### src/hw/ddr_rw_pkg.sv
package ddr_rw_pkg;

  // Free-running cycle count, also used as an absolute due time
  typedef logic [15:0] cycle_t;

  // Mode register latency field (CL, CWL, AL and the preambles)
  typedef logic [5:0] lat_t;

  // CAS command kind
  typedef logic cas_kind_t;

  localparam cas_kind_t cas_read  = 1'b1;
  localparam cas_kind_t cas_write = 1'b0;

  // Data-phase controller states
  // rw_gap holds while entries are queued but none is due yet
  typedef enum logic [1:0]
  {
    rw_idle,
    rw_burst,
    rw_gap
  } rw_state_t;

  // Commands that may be outstanding at once
  localparam int default_queue_depth = 8;

  // BL8 occupies four clock cycles on a DDR bus
  localparam int default_burst_cycles = 4;

endpackage

### src/hw/cas_latency_queue.sv
`timescale 1ns/1ps

module cas_latency_queue #(
  parameter int QUEUE_DEPTH = ddr_rw_pkg::default_queue_depth
) (
  input  logic                               ddr_intf,
  input  logic                               rst_n,
  input  logic                               cas_valid,
  input  ddr_rw_pkg::cas_kind_t              cas_is_read,
  input  ddr_rw_pkg::lat_t                   cl,
  input  ddr_rw_pkg::lat_t                   cwl,
  input  ddr_rw_pkg::lat_t                   al,
  input  ddr_rw_pkg::lat_t                   rd_pre,
  input  ddr_rw_pkg::lat_t                   wr_pre,
  input  ddr_rw_pkg::cycle_t                 now,
  input  logic                               head_pop,
  output logic                               head_valid,
  output ddr_rw_pkg::cycle_t                 head_due,
  output ddr_rw_pkg::cas_kind_t              head_kind,
  output logic [$clog2(QUEUE_DEPTH+1)-1:0]   queue_count
);

  import ddr_rw_pkg::*;

  localparam int PTR_W = (QUEUE_DEPTH > 1) ? $clog2(QUEUE_DEPTH) : 1;
  localparam int CNT_W = $clog2(QUEUE_DEPTH + 1);

  cycle_t           due_mem [QUEUE_DEPTH];
  cas_kind_t        kind_mem [QUEUE_DEPTH];
  logic [PTR_W-1:0] wr_ptr;
  logic [PTR_W-1:0] rd_ptr;
  logic [CNT_W-1:0] count;
  cycle_t           latency;
  logic             full;
  logic             do_push;
  logic             do_pop;

  // Pointers wrap explicitly so the depth need not be a power of two
  function automatic logic [PTR_W-1:0] ptr_inc(input logic [PTR_W-1:0] ptr);
    if (ptr == PTR_W'(QUEUE_DEPTH - 1))
      return '0;
    return ptr + 1'b1;
  endfunction

  // Reads wait CL+AL+read preamble, writes wait CWL+AL+write preamble
  always_comb
  begin
    if (cas_is_read == cas_read)
      latency = cycle_t'(cl) + cycle_t'(al) + cycle_t'(rd_pre);
    else
      latency = cycle_t'(cwl) + cycle_t'(al) + cycle_t'(wr_pre);
  end

  assign full    = (count == CNT_W'(QUEUE_DEPTH));
  assign do_pop  = head_pop && head_valid;
  // A full queue still takes a command when the head leaves in the same cycle
  assign do_push = cas_valid && (!full || do_pop);

  // Entries carry an absolute due time, so nothing is rewritten after the push
  always_ff @(posedge ddr_intf)
  begin
    if (do_push)
    begin
      due_mem[wr_ptr]  <= now + latency;
      kind_mem[wr_ptr] <= cas_is_read;
    end
  end

  always_ff @(posedge ddr_intf)
  begin
    if (!rst_n)
    begin
      wr_ptr <= '0;
      rd_ptr <= '0;
      count  <= '0;
    end
    else
    begin
      if (do_push)
        wr_ptr <= ptr_inc(wr_ptr);
      if (do_pop)
        rd_ptr <= ptr_inc(rd_ptr);
      if (do_push && !do_pop)
        count <= count + 1'b1;
      else if (do_pop && !do_push)
        count <= count - 1'b1;
    end
  end

  assign head_valid  = (count != '0);
  assign head_due    = due_mem[rd_ptr];
  assign head_kind   = kind_mem[rd_ptr];
  assign queue_count = count;

endmodule

### src/hw/ddr_rw_top.sv
`timescale 1ns/1ps

module ddr_rw_top #(
  parameter int QUEUE_DEPTH  = ddr_rw_pkg::default_queue_depth,
  parameter int BURST_CYCLES = ddr_rw_pkg::default_burst_cycles
) (
  input  logic                  ddr_intf,
  input  logic                  rst_n,
  input  logic                  cas_valid,
  input  ddr_rw_pkg::cas_kind_t cas_is_read,
  input  ddr_rw_pkg::lat_t      cl,
  input  ddr_rw_pkg::lat_t      cwl,
  input  ddr_rw_pkg::lat_t      al,
  input  ddr_rw_pkg::lat_t      rd_pre,
  input  ddr_rw_pkg::lat_t      wr_pre,
  output logic                  rd_rdy,
  output logic                  wr_rdy,
  output logic                  rd_burst,
  output logic                  wr_burst,
  output logic                  data_idle,
  output logic                  rw_done
);

  import ddr_rw_pkg::*;

  cycle_t                           now;
  logic                             head_valid;
  cycle_t                           head_due;
  cas_kind_t                        head_kind;
  logic                             head_pop;
  logic [$clog2(QUEUE_DEPTH+1)-1:0] queue_count;

  // Shared time base for the due stamps and the controller compare
  always_ff @(posedge ddr_intf)
  begin
    if (!rst_n)
      now <= '0;
    else
      now <= now + cycle_t'(1);
  end

  cas_latency_queue #(
    .QUEUE_DEPTH (QUEUE_DEPTH)
  ) u_queue (
    .ddr_intf    (ddr_intf),
    .rst_n       (rst_n),
    .cas_valid   (cas_valid),
    .cas_is_read (cas_is_read),
    .cl          (cl),
    .cwl         (cwl),
    .al          (al),
    .rd_pre      (rd_pre),
    .wr_pre      (wr_pre),
    .now         (now),
    .head_pop    (head_pop),
    .head_valid  (head_valid),
    .head_due    (head_due),
    .head_kind   (head_kind),
    .queue_count (queue_count)
  );

  rw_burst_ctrl #(
    .QUEUE_DEPTH  (QUEUE_DEPTH),
    .BURST_CYCLES (BURST_CYCLES)
  ) u_ctrl (
    .ddr_intf    (ddr_intf),
    .rst_n       (rst_n),
    .now         (now),
    .head_valid  (head_valid),
    .head_due    (head_due),
    .head_kind   (head_kind),
    .queue_count (queue_count),
    .head_pop    (head_pop),
    .rd_rdy      (rd_rdy),
    .wr_rdy      (wr_rdy),
    .rd_burst    (rd_burst),
    .wr_burst    (wr_burst),
    .data_idle   (data_idle),
    .rw_done     (rw_done)
  );

endmodule

### src/hw/rw_burst_ctrl.sv
`timescale 1ns/1ps

module rw_burst_ctrl #(
  parameter int QUEUE_DEPTH  = ddr_rw_pkg::default_queue_depth,
  parameter int BURST_CYCLES = ddr_rw_pkg::default_burst_cycles
) (
  input  logic                               ddr_intf,
  input  logic                               rst_n,
  input  ddr_rw_pkg::cycle_t                 now,
  input  logic                               head_valid,
  input  ddr_rw_pkg::cycle_t                 head_due,
  input  ddr_rw_pkg::cas_kind_t              head_kind,
  input  logic [$clog2(QUEUE_DEPTH+1)-1:0]   queue_count,
  output logic                               head_pop,
  output logic                               rd_rdy,
  output logic                               wr_rdy,
  output logic                               rd_burst,
  output logic                               wr_burst,
  output logic                               data_idle,
  output logic                               rw_done
);

  import ddr_rw_pkg::*;

  localparam int BEAT_W = (BURST_CYCLES > 1) ? $clog2(BURST_CYCLES) : 1;

  rw_state_t         state;
  rw_state_t         state_nxt;
  logic [BEAT_W-1:0] beat;
  cas_kind_t         burst_kind;
  logic              in_burst;
  logic              last_beat;
  logic              head_due_next;
  logic              queue_empty;

  assign in_burst    = (state == rw_burst);
  assign last_beat   = (beat == BEAT_W'(BURST_CYCLES - 1));
  assign queue_empty = (queue_count == '0);

  // The decision is taken one cycle ahead, so the burst opens at the due edge
  assign head_due_next = head_valid && (head_due == now + cycle_t'(1));

  // A new burst may start from idle or gap, or chain on the last beat
  assign head_pop = head_due_next && (!in_burst || last_beat);

  always_comb
  begin
    state_nxt = state;
    case (state)
      rw_idle:
      begin
        if (head_pop)
          state_nxt = rw_burst;
        else if (head_valid)
          state_nxt = rw_gap;
      end
      rw_burst:
      begin
        if (last_beat)
        begin
          if (head_pop)
            state_nxt = rw_burst;
          else if (head_valid)
            state_nxt = rw_gap;
          else
            state_nxt = rw_idle;
        end
      end
      rw_gap:
      begin
        if (head_pop)
          state_nxt = rw_burst;
        else if (!head_valid)
          state_nxt = rw_idle;
      end
      default:
        state_nxt = rw_idle;
    endcase
  end

  always_ff @(posedge ddr_intf)
  begin
    if (!rst_n)
    begin
      state <= rw_idle;
      beat  <= '0;
    end
    else
    begin
      state <= state_nxt;
      // Restarting the count on a chained burst gives it a fresh ready pulse
      if (head_pop)
        beat <= '0;
      else if (in_burst && !last_beat)
        beat <= beat + 1'b1;
    end
  end

  always_ff @(posedge ddr_intf)
  begin
    if (head_pop)
      burst_kind <= head_kind;
  end

  assign rd_burst = in_burst && (burst_kind == cas_read);
  assign wr_burst = in_burst && (burst_kind == cas_write);
  assign rd_rdy   = rd_burst && (beat == '0);
  assign wr_rdy   = wr_burst && (beat == '0);

  assign data_idle = (state == rw_idle) && queue_empty;
  // Nothing pending beyond the beat on the bus right now
  assign rw_done   = queue_empty && ((state == rw_idle) || (in_burst && last_beat));

endmodule

### config.mk
export PLATFORM = sky130hd
export DESIGN_NAME = ddr_rw_top
export DESIGN_NICKNAME = d
export VERILOG_FILES = /design/src/hw/ddr_rw_pkg.sv /design/src/hw/cas_latency_queue.sv /design/src/hw/ddr_rw_top.sv /design/src/hw/rw_burst_ctrl.sv
export SDC_FILE = /design/constraint.sdc
export NUM_CORES = 1
export LEC_CHECK = 0
export BUFFER_PORTS_ARGS = -buffer_cell sky130_fd_sc_hd__buf_2
export CAP_MARGIN = 20
export CORE_MARGIN = 3
export CORE_UTILIZATION = 50
export DETAILED_ROUTE_END_ITERATION = 10
export PLACE_DENSITY = 0.75
export SLEW_MARGIN = 20
export SYNTH_ARGS = -nofsm -noshare
export SYNTH_HDL_FRONTEND = slang
export SYNTH_SLANG_ARGS = --single-unit
### constraint.sdc
create_clock -name ddr_intf -period 5.8 [get_ports ddr_intf]
set_clock_uncertainty 0.15 [all_clocks]
set_input_delay 0.29 -clock ddr_intf [delete_from_list [all_inputs] [get_ports ddr_intf]]
set_output_delay 0.29 -clock ddr_intf [all_outputs]
set_load 0.05 [all_outputs]
==> results of run 1 <==
## power groups by stage
stage	clock (µW)	combinational (µW)	sequential (µW)
6_report	1120	578	1480
5_1_grt	1190	640	1490
4_1_cts	1130	578	1480
3_5_place_dp	0	574	1510
3_3_place_gp	0	552	1500
2_1_floorplan	0	419	1490
## final timing paths
check | start | cells past startpoint | slack (ns) | end
worst max-delay path | register | 16 | 0.78 | u_queue.queue_count[3]
worst max register to register | register | 16 | 0.78 | u_queue.queue_count[3]
worst min register to register | u_ctrl.beat[1] | 2 | 0.36 | u_ctrl.beat[1]
worst min-delay path | cas_is_read | 1 | 0.16 | u_queue.kind_mem[3]
## cell usage after synthesis, types with 3 or more instances
| cell type | count |
|---|---|
| a2111oi_2 | 3 |
| a21boi_0 | 5 |
| a21o_1 | 9 |
| a21oi_1 | 33 |
| a22o_1 | 3 |
| a32oi_1 | 3 |
| and2_1 | 8 |
| and3_1 | 5 |
| buf_2 | 3 |
| buf_4 | 3 |
| buf_6 | 3 |
| clkbuf_1 | 5 |
| clkbuf_4 | 3 |
| dfxtp_1 | 33 |
| edfxtp_1 | 137 |
| fa_1 | 6 |
| ha_1 | 44 |
| inv_1 | 17 |
| mux2_2 | 10 |
| mux2i_1 | 23 |
| mux4_1 | 8 |
| mux4_2 | 18 |
| nand2_1 | 22 |
| nand2b_1 | 3 |
| nand3_1 | 9 |
| nand4_1 | 5 |
| nor2_1 | 19 |
| nor2b_1 | 15 |
| nor3_1 | 14 |
| nor4_1 | 3 |
| o211ai_1 | 4 |
| o21a_1 | 5 |
| o21ai_0 | 9 |
| o21bai_1 | 10 |
| o22ai_1 | 4 |
| or3_1 | 4 |
| xnor2_1 | 31 |
| xor2_1 | 23 |
## cells by family after synthesis
kind of cell / after synthesis / share of synthesized area (%)
mux: 61 / 11.4
fa+ha+maj: 50 / 7.83
flops: 170 / 55.7
buf+inv: 35 / 2.22
simple gates: 129 / 8.92
xor+xnor: 56 / 6.04
compound gates: 99 / 7.83
## layer usage
metal  up-vias  share of wire [%]  global-route usage, %
met5         -                  0                      0
met4         0                2.2                   7.21
met3        31                6.1                   4.34
met2       165                 50                   34.0
met1      2644                 42                   26.3
li1       2420                  -                      -
## cell type report
type                            instances  area [µm²]  area share, %
Tap cell                              220         275           2.85
Inverter                               17        63.8          0.660
Clock buffer                           17         425           4.40
Sequential cell                       170        4780           49.4
Clock inverter                         15         158           1.63
Multi-Input combinational cell        395        3660           37.9
Timing Repair Buffer                   52         305           3.16
## metrics by stage
| stage | hold WS [ns] | instances |
|---|---|---|
| after CTS | 0.142 | 886 |
| final | 0.164 | 886 |
| after floorplan | 0.239 | 600 |
| after detailed placement | 0.345 | 854 |
| after global placement | 0.346 | 854 |
| after global routing | 0.160 | 886 |
## sequential cells by signal (all words and copies together), names as in the netlist, named ones only
| signal | cells |
|---|---|
| u_queue.due_mem | 128 |
| now | 16 |
| u_queue.kind_mem | 8 |
| u_queue.queue_count | 4 |
| u_queue.rd_ptr | 3 |
| u_queue.wr_ptr | 3 |
| u_ctrl.beat | 2 |
| u_ctrl.state | 2 |
| u_ctrl.burst_kind | 1 |
==> metrics.yaml, run 1 <==
core_area_mm2: 0.0167
cp.arrival_ns: 5.23
clock_latency_ns: 0.42
cap_violations: 0
grt_antenna_before_repair: 0
combPwrFrac_pct: 18.2
areaGrowthSynthToFinish_pct: 12.8
critical-path-max-stage-delay_ns: 0.64
nets: 737
yosys_warnings: 0
grt_pass1_vias: 5315
yosysTopAreaCell: "edfxtp_1"
grt_max_degree: 37
synth_nets: 684
swShare_pct: 27.1
path_buf_inv: 2
layout_min_cycle_time_ns: 5.02
clkTransAtPathRegs_ns: 0.07
die_w_um: 137
via_count: 5260
p_total_uw: 3170
clk_path_buf_depth: 2
chipHeight_um: 137
crit_path_max_fanout: 25
portBuffers: 39
postSynthCellCount: 600
setup.worst_path.class: "register to register"
final_common_cell: "edfxtp_1"
final_cell_mix: "edfxtp_1, ha_1, buf_2"
switching_power_uw: 861
hold_viol_final: 0
cellPowerDensity_mw_per_mm2: 328
crit_family: "simple AND/OR/NAND/NOR gates"
fillers: 1302
routed_via_density: 5.94
cts.repair.resized: 0
avgRoutedWirePerCell_um: 20.6
placed_cell_area_mm2: 0.00908
routed_wl_mm: 18.2
ios: 40
gp_congestion: 0.812
synth_edf_count: 137
holdBufCountCts: 0
final_util_pct: 57.9
cts-root-buf: "clkbuf_16"
cts_tree: "yes"
ys.flop_type: "edfxtp_1"
finalInstanceArea_mm2: 0.00967
cts_buffers: 17
hp-class: "input port to register"
worstPathRequired_ns: 6.00
seqPwrFrac_pct: 46.6
synth.area.top_cells: "edfxtp_1, dfxtp_1, ha_1"
peakVddDrop_uv: 232
synth.cell_area_mm2: 0.00857
fin_crit_sh_pct: 86.6
slew_violations: 0
synth_top_area_share_pct: 48.0
diodes: 0
drt_iter0_markers: 409
endpoint_kind: "register"
status: "complete, no violations"
slowest_stage: "dfxtp_2"
rsz0062_at_grt: "false"
ys_ff_latch: 170
fin_ws_ns: 0.777
grt_first_pass_wirelength_mm: 28.5
die-area_mm2: 0.0187
drt.antenna.violating_nets: 0
initial_core_util_pct: 51.3
syn_area_per_cell_um2: 14.3
htree_levels: 4
pre_cts_ws_ns: 0.775
p_leak_uw: 0.00345
drc: 0
p_int_uw: 2310
cts_setup_buffers: 0
drt_pre_antenna_iters: 5
setup_viol: 0
cts.sinks: 170
gr-total-overflow: 0
path_cells: "buf_12 -> mux4_2 -> mux2i_1 -> xnor3_1 -> or4_1 -> or4_4 -> nand2b_4 -> a21oi_1 -> ha_1 -> inv_1 -> ha_1 -> a21o_1 -> a21oi_1 -> xnor2_1 -> or3_1 -> a21boi_0"
slew_headroom_pct: 54.5
fmax_mhz: 199
tns_ns: 0
pwr-share-clk_pct: 35.1
async_flop_share_pct: 0
grt_usage_pct: 20.3
final_layout_size_suffix_gt1_share_pct: 20.3
start_kind: "register"
dpl.hpwl_mm: 12.4
worst_pin_slew_ns: 0.678
ys_types: 66
yosysSeqAreaShare_pct: 55.7
rows: 47
(Power assumes the default switching activity.)
==> run 2, diff against run 1 <==
--- a/config.mk
+++ b/config.mk
@@ -15,3 +15,4 @@
 export SYNTH_ARGS = -nofsm -noshare
 export SYNTH_HDL_FRONTEND = slang
 export SYNTH_SLANG_ARGS = --single-unit
+export TNS_END_PERCENT = 1
==> constraint.sdc (replaced) <==
create_clock -name ddr_intf -period 5.8 [get_ports ddr_intf]
set_clock_uncertainty 0.15 [all_clocks]
set_input_delay 0 -clock ddr_intf [delete_from_list [all_inputs] [get_ports ddr_intf]]
set_output_delay 0 -clock ddr_intf [all_outputs]
set_load 0.05 [all_outputs]
==> metrics.yaml, run 2 (synthesis results as in run 1) <==
status: "complete, no violations"
setup_viol: 0  # unchanged
start_kind: "register"
initial_core_util_pct: 51.3  # unchanged
grt_pass1_vias: 5317  # +0.038%
fin_crit_sh_pct: 86.9  # +0.27 points
ios: 40  # unchanged
drt_pre_antenna_iters: 6  # +1
wl_met2_mm: 9.14  # about the same
top_regs: "u_queue.due_mem (128), now (16), u_queue.kind_mem (8)"
cts_tree: "yes"
clock_latency_ns: 0.42  # about the same
crit_path_max_fanout: 25  # unchanged
largest_reg_flops: 128  # unchanged
htree_levels: 4  # unchanged
die-area_mm2: 0.0187  # unchanged
die_w_um: 137  # unchanged
slew_headroom_pct: 54.6  # +0.14 points
routed_wl_mm: 18.3  # +0.17%
final_common_cell: "edfxtp_1"
cp.arrival_ns: 5.24  # about the same
endpoint_kind: "register"
worst_pin_slew_ns: 0.676  # -0.00207 ns
avgRoutedWirePerCell_um: 20.5  # -0.17%
cts_buffers: 17  # unchanged
cellPowerDensity_mw_per_mm2: 328  # -0.25%
areaGrowthSynthToFinish_pct: 13.1
multi_input_area_mm2: 0.00366  # unchanged
drt_iter0_markers: 382  # -6.6%
setup.worst_path.class: "register to register"
cts-root-buf: "clkbuf_16"
grt_usage_pct: 20.3  # unchanged
p_leak_uw: 0.00346  # +0.36%
grt_first_pass_wirelength_mm: 28.5  # unchanged
routed_via_density: 5.91  # -0.43%
cts.sinks: 170  # unchanged
tns_ns: 0  # unchanged
gr-total-overflow: 0  # unchanged
dr_wl_met3_um: 773  # -30%
fillers: 1299  # -0.23%
gp_congestion: 0.812  # unchanged
top_layer: "met4"
core_area_mm2: 0.0167  # unchanged
dpl.hpwl_mm: 12.4  # unchanged
grt_max_degree: 37  # unchanged
grt_antenna_before_repair: 0  # unchanged
clkTransAtPathRegs_ns: 0.07  # about the same
top_register: "u_queue.due_mem"
fmax_mhz: 198  # -0.31%
drc: 0  # unchanged
layout_min_cycle_time_ns: 5.04  # +0.0154 ns
hold_viol_final: 0  # unchanged
hp-class: "input port to register"
chipHeight_um: 137  # unchanged
slew_violations: 0  # unchanged
portBuffers: 39  # unchanged
rows: 47  # unchanged
final_cell_mix: "edfxtp_1, ha_1, buf_2"
p_total_uw: 3180  # about the same
nets: 740  # +0.41%
ff_latch_area_mm2: 0.00478  # unchanged
final_layout_size_suffix_gt1_share_pct: 20.2  # -0.091 points
clk_path_buf_depth: 2  # unchanged
cts_setup_buffers: 0  # unchanged
rsz0062_at_grt: "false"
diodes: 0  # unchanged
via_count: 5255  # -0.095%
wl_met1_mm: 7.97  # +5.1%
drt.antenna.violating_nets: 0  # unchanged
fin_ws_ns: 0.762  # -0.0154 ns
worstPathRequired_ns: 6.00  # about the same
cap_violations: 0  # unchanged
pre_cts_ws_ns: 0.775  # unchanged
peakVddDrop_uv: 231  # -0.43%
-- run 2: cell types whose count changed in the layout (fill, tap and decap cells not counted), sizes merged --
cell	previous run	this run
dlygate4sd3	0	3
-- run 2: cell type report --
type                    instances  share of cell area [%]
clock inverters                15                    1.63
repair buffers                 55                    3.46
clock buffers                  17                    4.39
flip-flops and latches        170                    49.3
multi-input cells             395                    37.8
inverters                      17                   0.658
well taps                     220                    2.84
-- run 2: what timing repair did --
item                                   CTS  global route
gates resized for setup                  0             0
hold buffers                             3             0
endpoints found under the hold margin   33             0
-- run 2: path summary, 6_finish.rpt --
| path | start | end | slack, ns | cells past startpoint |
|---|---|---|---|---|
| min reg2reg | u_ctrl.beat[1] | u_ctrl.beat[1] | 0.36 | 2 |
| max reg2reg | register | u_queue.queue_count[3] | 0.76 | 16 |
| max | register | u_queue.queue_count[3] | 0.76 | 16 |
| min | wr_pre[0] | u_queue.due_mem[7][0] | 0.21 | 4 |
-- run 2: worst max-delay path, cell delays in order (launching register included) --
cell,delay (ns)
dfxtp_2,0.64
buf_12,0.29
mux4_2,0.53
mux2i_1,0.18
xnor3_1,0.25
or4_1,0.44
or4_4,0.59
nand2b_4,0.22
a21oi_1,0.18
ha_1,0.20
inv_1,0.09
ha_1,0.27
a21o_1,0.18
a21oi_1,0.17
xnor2_1,0.09
or3_1,0.30
a21boi_0,0.15
-- run 2: routing by layer --
layer,vias up,global-route usage (%)
li1,2425,-
met1,2665,26.3
met2,138,34.0
met3,27,4.34
met4,0,7.21
met5,-,0
-- run 2: power by group --
group	switching (µW)	leakage, µW	internal [µW]	total [µW]
registers	34.9	0.00151	1450	1480
logic	352	0.00167	229	580
clock network	475	0.000285	641	1120
-- run 2: stage by stage --
stage | cell area, µm² | cells | hold slack (ns) | utilization [%]
final | 9700 | 889 | 0.207 | 58.1
after global routing | 9700 | 889 | 0.261 | 58.1
after global placement | 9080 | 854 | 0.282 | 54.4
after floorplan | 8570 | 600 | -0.0511 | -
after detailed placement | 9080 | 854 | 0.304 | 54.4
after CTS | 9700 | 889 | 0.202 | 58.1
==> run 3, diff against run 2 <==
--- a/config.mk
+++ b/config.mk
@@ -11,6 +11,7 @@
 export CORE_UTILIZATION = 50
 export DETAILED_ROUTE_END_ITERATION = 10
 export PLACE_DENSITY = 0.75
+export REMOVE_ABC_BUFFERS = 1
 export SLEW_MARGIN = 20
 export SYNTH_ARGS = -nofsm -noshare
 export SYNTH_HDL_FRONTEND = slang
==> metrics.yaml, run 3 (synthesis results as in run 1) <==
crit_path_max_fanout: 8  # -68%
fin_cells: 889  # unchanged
gr-total-overflow: 0  # unchanged
swShare_pct: 26.7  # -0.40 points
core_area_mm2: 0.0167  # unchanged
grt_usage_pct: 20.4  # +0.080 points
peakVddDrop_uv: 209  # -9.6%
slew_violations: 0  # unchanged
grt_antenna_before_repair: 1  # +1
gp_congestion: 0.852  # +4.9%
place_inst: 854  # unchanged
finalInstanceArea_mm2: 0.00973  # +0.40%
fmax_mhz: 196  # -1.2%
final_common_cell: "edfxtp_1"
drt.antenna.violating_nets: 0  # unchanged
via_count: 5226  # -0.55%
cts.sinks: 170  # unchanged
setup_viol: 0  # unchanged
nets: 740  # unchanged
final_util_pct: 58.3  # +0.23 points
cp.arrival_ns: 5.29  # +0.05 ns
areaGrowthSynthToFinish_pct: 13.6
clock_latency_ns: 0.42  # about the same
setup.worst_path.class: "register to register"
worstHoldEndpoint: "u_queue.due_mem[1][0]"
cellPowerDensity_mw_per_mm2: 331  # +1.1%
cts_setup_buffers: 0  # unchanged
worstPathRequired_ns: 5.99  # about the same
portBuffers: 39  # unchanged
chipHeight_um: 137  # unchanged
cts-root-buf: "clkbuf_16"
r2r-start: "now[0]"
rows: 47  # unchanged
tns_ns: 0  # unchanged
start_kind: "register"
rsz0062_at_grt: "false"
grt_first_pass_wirelength_mm: 28.7  # +0.85%
hp-class: "input port to register"
clkTransAtPathRegs_ns: 0.07  # about the same
fin_crit_sh_pct: 87.9  # +1.0 points
htree_levels: 4  # unchanged
grt_max_degree: 37  # unchanged
min_from: "rd_pre[0]"
top_regs: "u_queue.due_mem (128), now (16), u_queue.kind_mem (8)"
r2r_slack_ns: 0.70  # -0.06 ns
grt_pass1_vias: 5331  # +0.26%
p_total_uw: 3220  # +1.5%
reg2regPathDepth: 17  # +1
cts_buffers: 17  # unchanged
final_layout_size_suffix_gt1_share_pct: 20.0  # -0.15 points
slew_headroom_pct: 43.6  # -11 points
avgRoutedWirePerCell_um: 20.7  # +0.73%
drt_iter0_markers: 345  # -9.7%
layout_min_cycle_time_ns: 5.10  # +0.0602 ns
drt_pre_antenna_iters: 5  # -1
drc: 0  # unchanged
top_register: "u_queue.due_mem"
cts_tree: "yes"
die-area_mm2: 0.0187  # unchanged
routed_wl_mm: 18.4  # +0.73%
routed_via_density: 5.88  # -0.55%
ios: 40  # unchanged
reg2reg_to: "u_queue.queue_count[3]"
p_leak_uw: 0.00348  # +0.34%
placed_cell_area_mm2: 0.00911  # +0.28%
clk_path_buf_depth: 2  # unchanged
worst_pin_slew_ns: 0.847  # +0.171 ns
hold_viol_final: 0  # unchanged
fillers: 1255  # -3.4%
status: "complete, no violations"
initial_core_util_pct: 51.3  # unchanged
final_cell_mix: "edfxtp_1, ha_1, buf_2"
seqPwrFrac_pct: 45.9  # -0.7 points
diodes: 0  # unchanged
combPwrFrac_pct: 18.4  # about the same
largest_reg_flops: 128  # unchanged
dpl.hpwl_mm: 12.4  # -0.30%
endpoint_kind: "register"
switching_power_uw: 861  # about the same
pwr-share-clk_pct: 35.7  # +0.6 points
p_int_uw: 2360  # +2.0%
hold_path_depth: 4  # unchanged
cap_violations: 0  # unchanged
die_w_um: 137  # unchanged
[run 3: changes by cell type in the layout (fill, tap and decap cells not counted), sizes merged]
cell	before	now
bufinv	2	3
clkbuf	17	18
inv	24	22
[run 3: worst max path at each step]
stage	start	slack [ns]	cells past startpoint	to
5_1_grt	now[0]	0.39	17	u_queue.queue_count[3]
3_3_place_gp	register	0.85	16	u_queue.queue_count[3]
6_report	now[0]	0.70	17	u_queue.queue_count[3]
3_5_place_dp	register	0.73	16	u_queue.queue_count[3]
2_1_floorplan	register	0.03	7	u_queue.due_mem[3][0]
4_1_cts	register	0.70	16	u_queue.queue_count[3]
[run 3: power groups by stage]
stage	Clock [µW]	Sequential (µW)	Combinational, µW
floorplan	0	1490	410
global placement	0	1500	561
detailed placement	0	1500	583
CTS	1160	1480	591
global route	1210	1490	652
finish	1150	1480	592
[run 3: critical path, stage by stage (launching register included)]
cell and delay, ns:
dfxtp_1 0.48, ha_1 0.26, nand4_1 0.34, nor3_1 0.39
or4_1 0.18, nand4b_1 0.14, or4_1 0.59, or4_4 0.60
nand2b_4 0.22, a21oi_1 0.18, ha_1 0.20, inv_1 0.09
ha_1 0.27, a21o_1 0.17, a21oi_1 0.16, xnor2_1 0.10
or3_1 0.30, a21boi_0 0.19
[run 3: repair_timing]
item | CTS | global route
hold buffers | 3 | 0
gates resized for setup | 0 | 0
hold endpoints to repair | 26 | 0
endpoints found under the setup margin | 0 | 0
[run 3: per-layer routing]
layer | share of wire, % | track usage, %
met1 | 43 | 26.9
met5 | 0.071 | 0
met4 | 2.3 | 7.71
met3 | 5.3 | 5.40
met2 | 49 | 32.6
[run 3: cell type report]
type / instances / area [µm²] / share of cell area [%]
multi-input combinational: 395 / 3660 / 37.6
inverter: 17 / 63.8 / 0.656
tap: 220 / 275 / 2.83
clock inverter: 14 / 168 / 1.72
clock buffer: 18 / 429 / 4.41
timing repair buffer: 55 / 360 / 3.70
sequential: 170 / 4780 / 49.1
[run 3: stage by stage]
| step | setup slack (ns) | hold WS [ns] |
|---|---|---|
| floorplan | 0.0319 | -0.0511 |
| global placement | 0.854 | 0.283 |
| detailed placement | 0.734 | 0.300 |
| CTS | 0.703 | 0.203 |
| global route | 0.386 | 0.265 |
| finish | 0.702 | 0.210 |
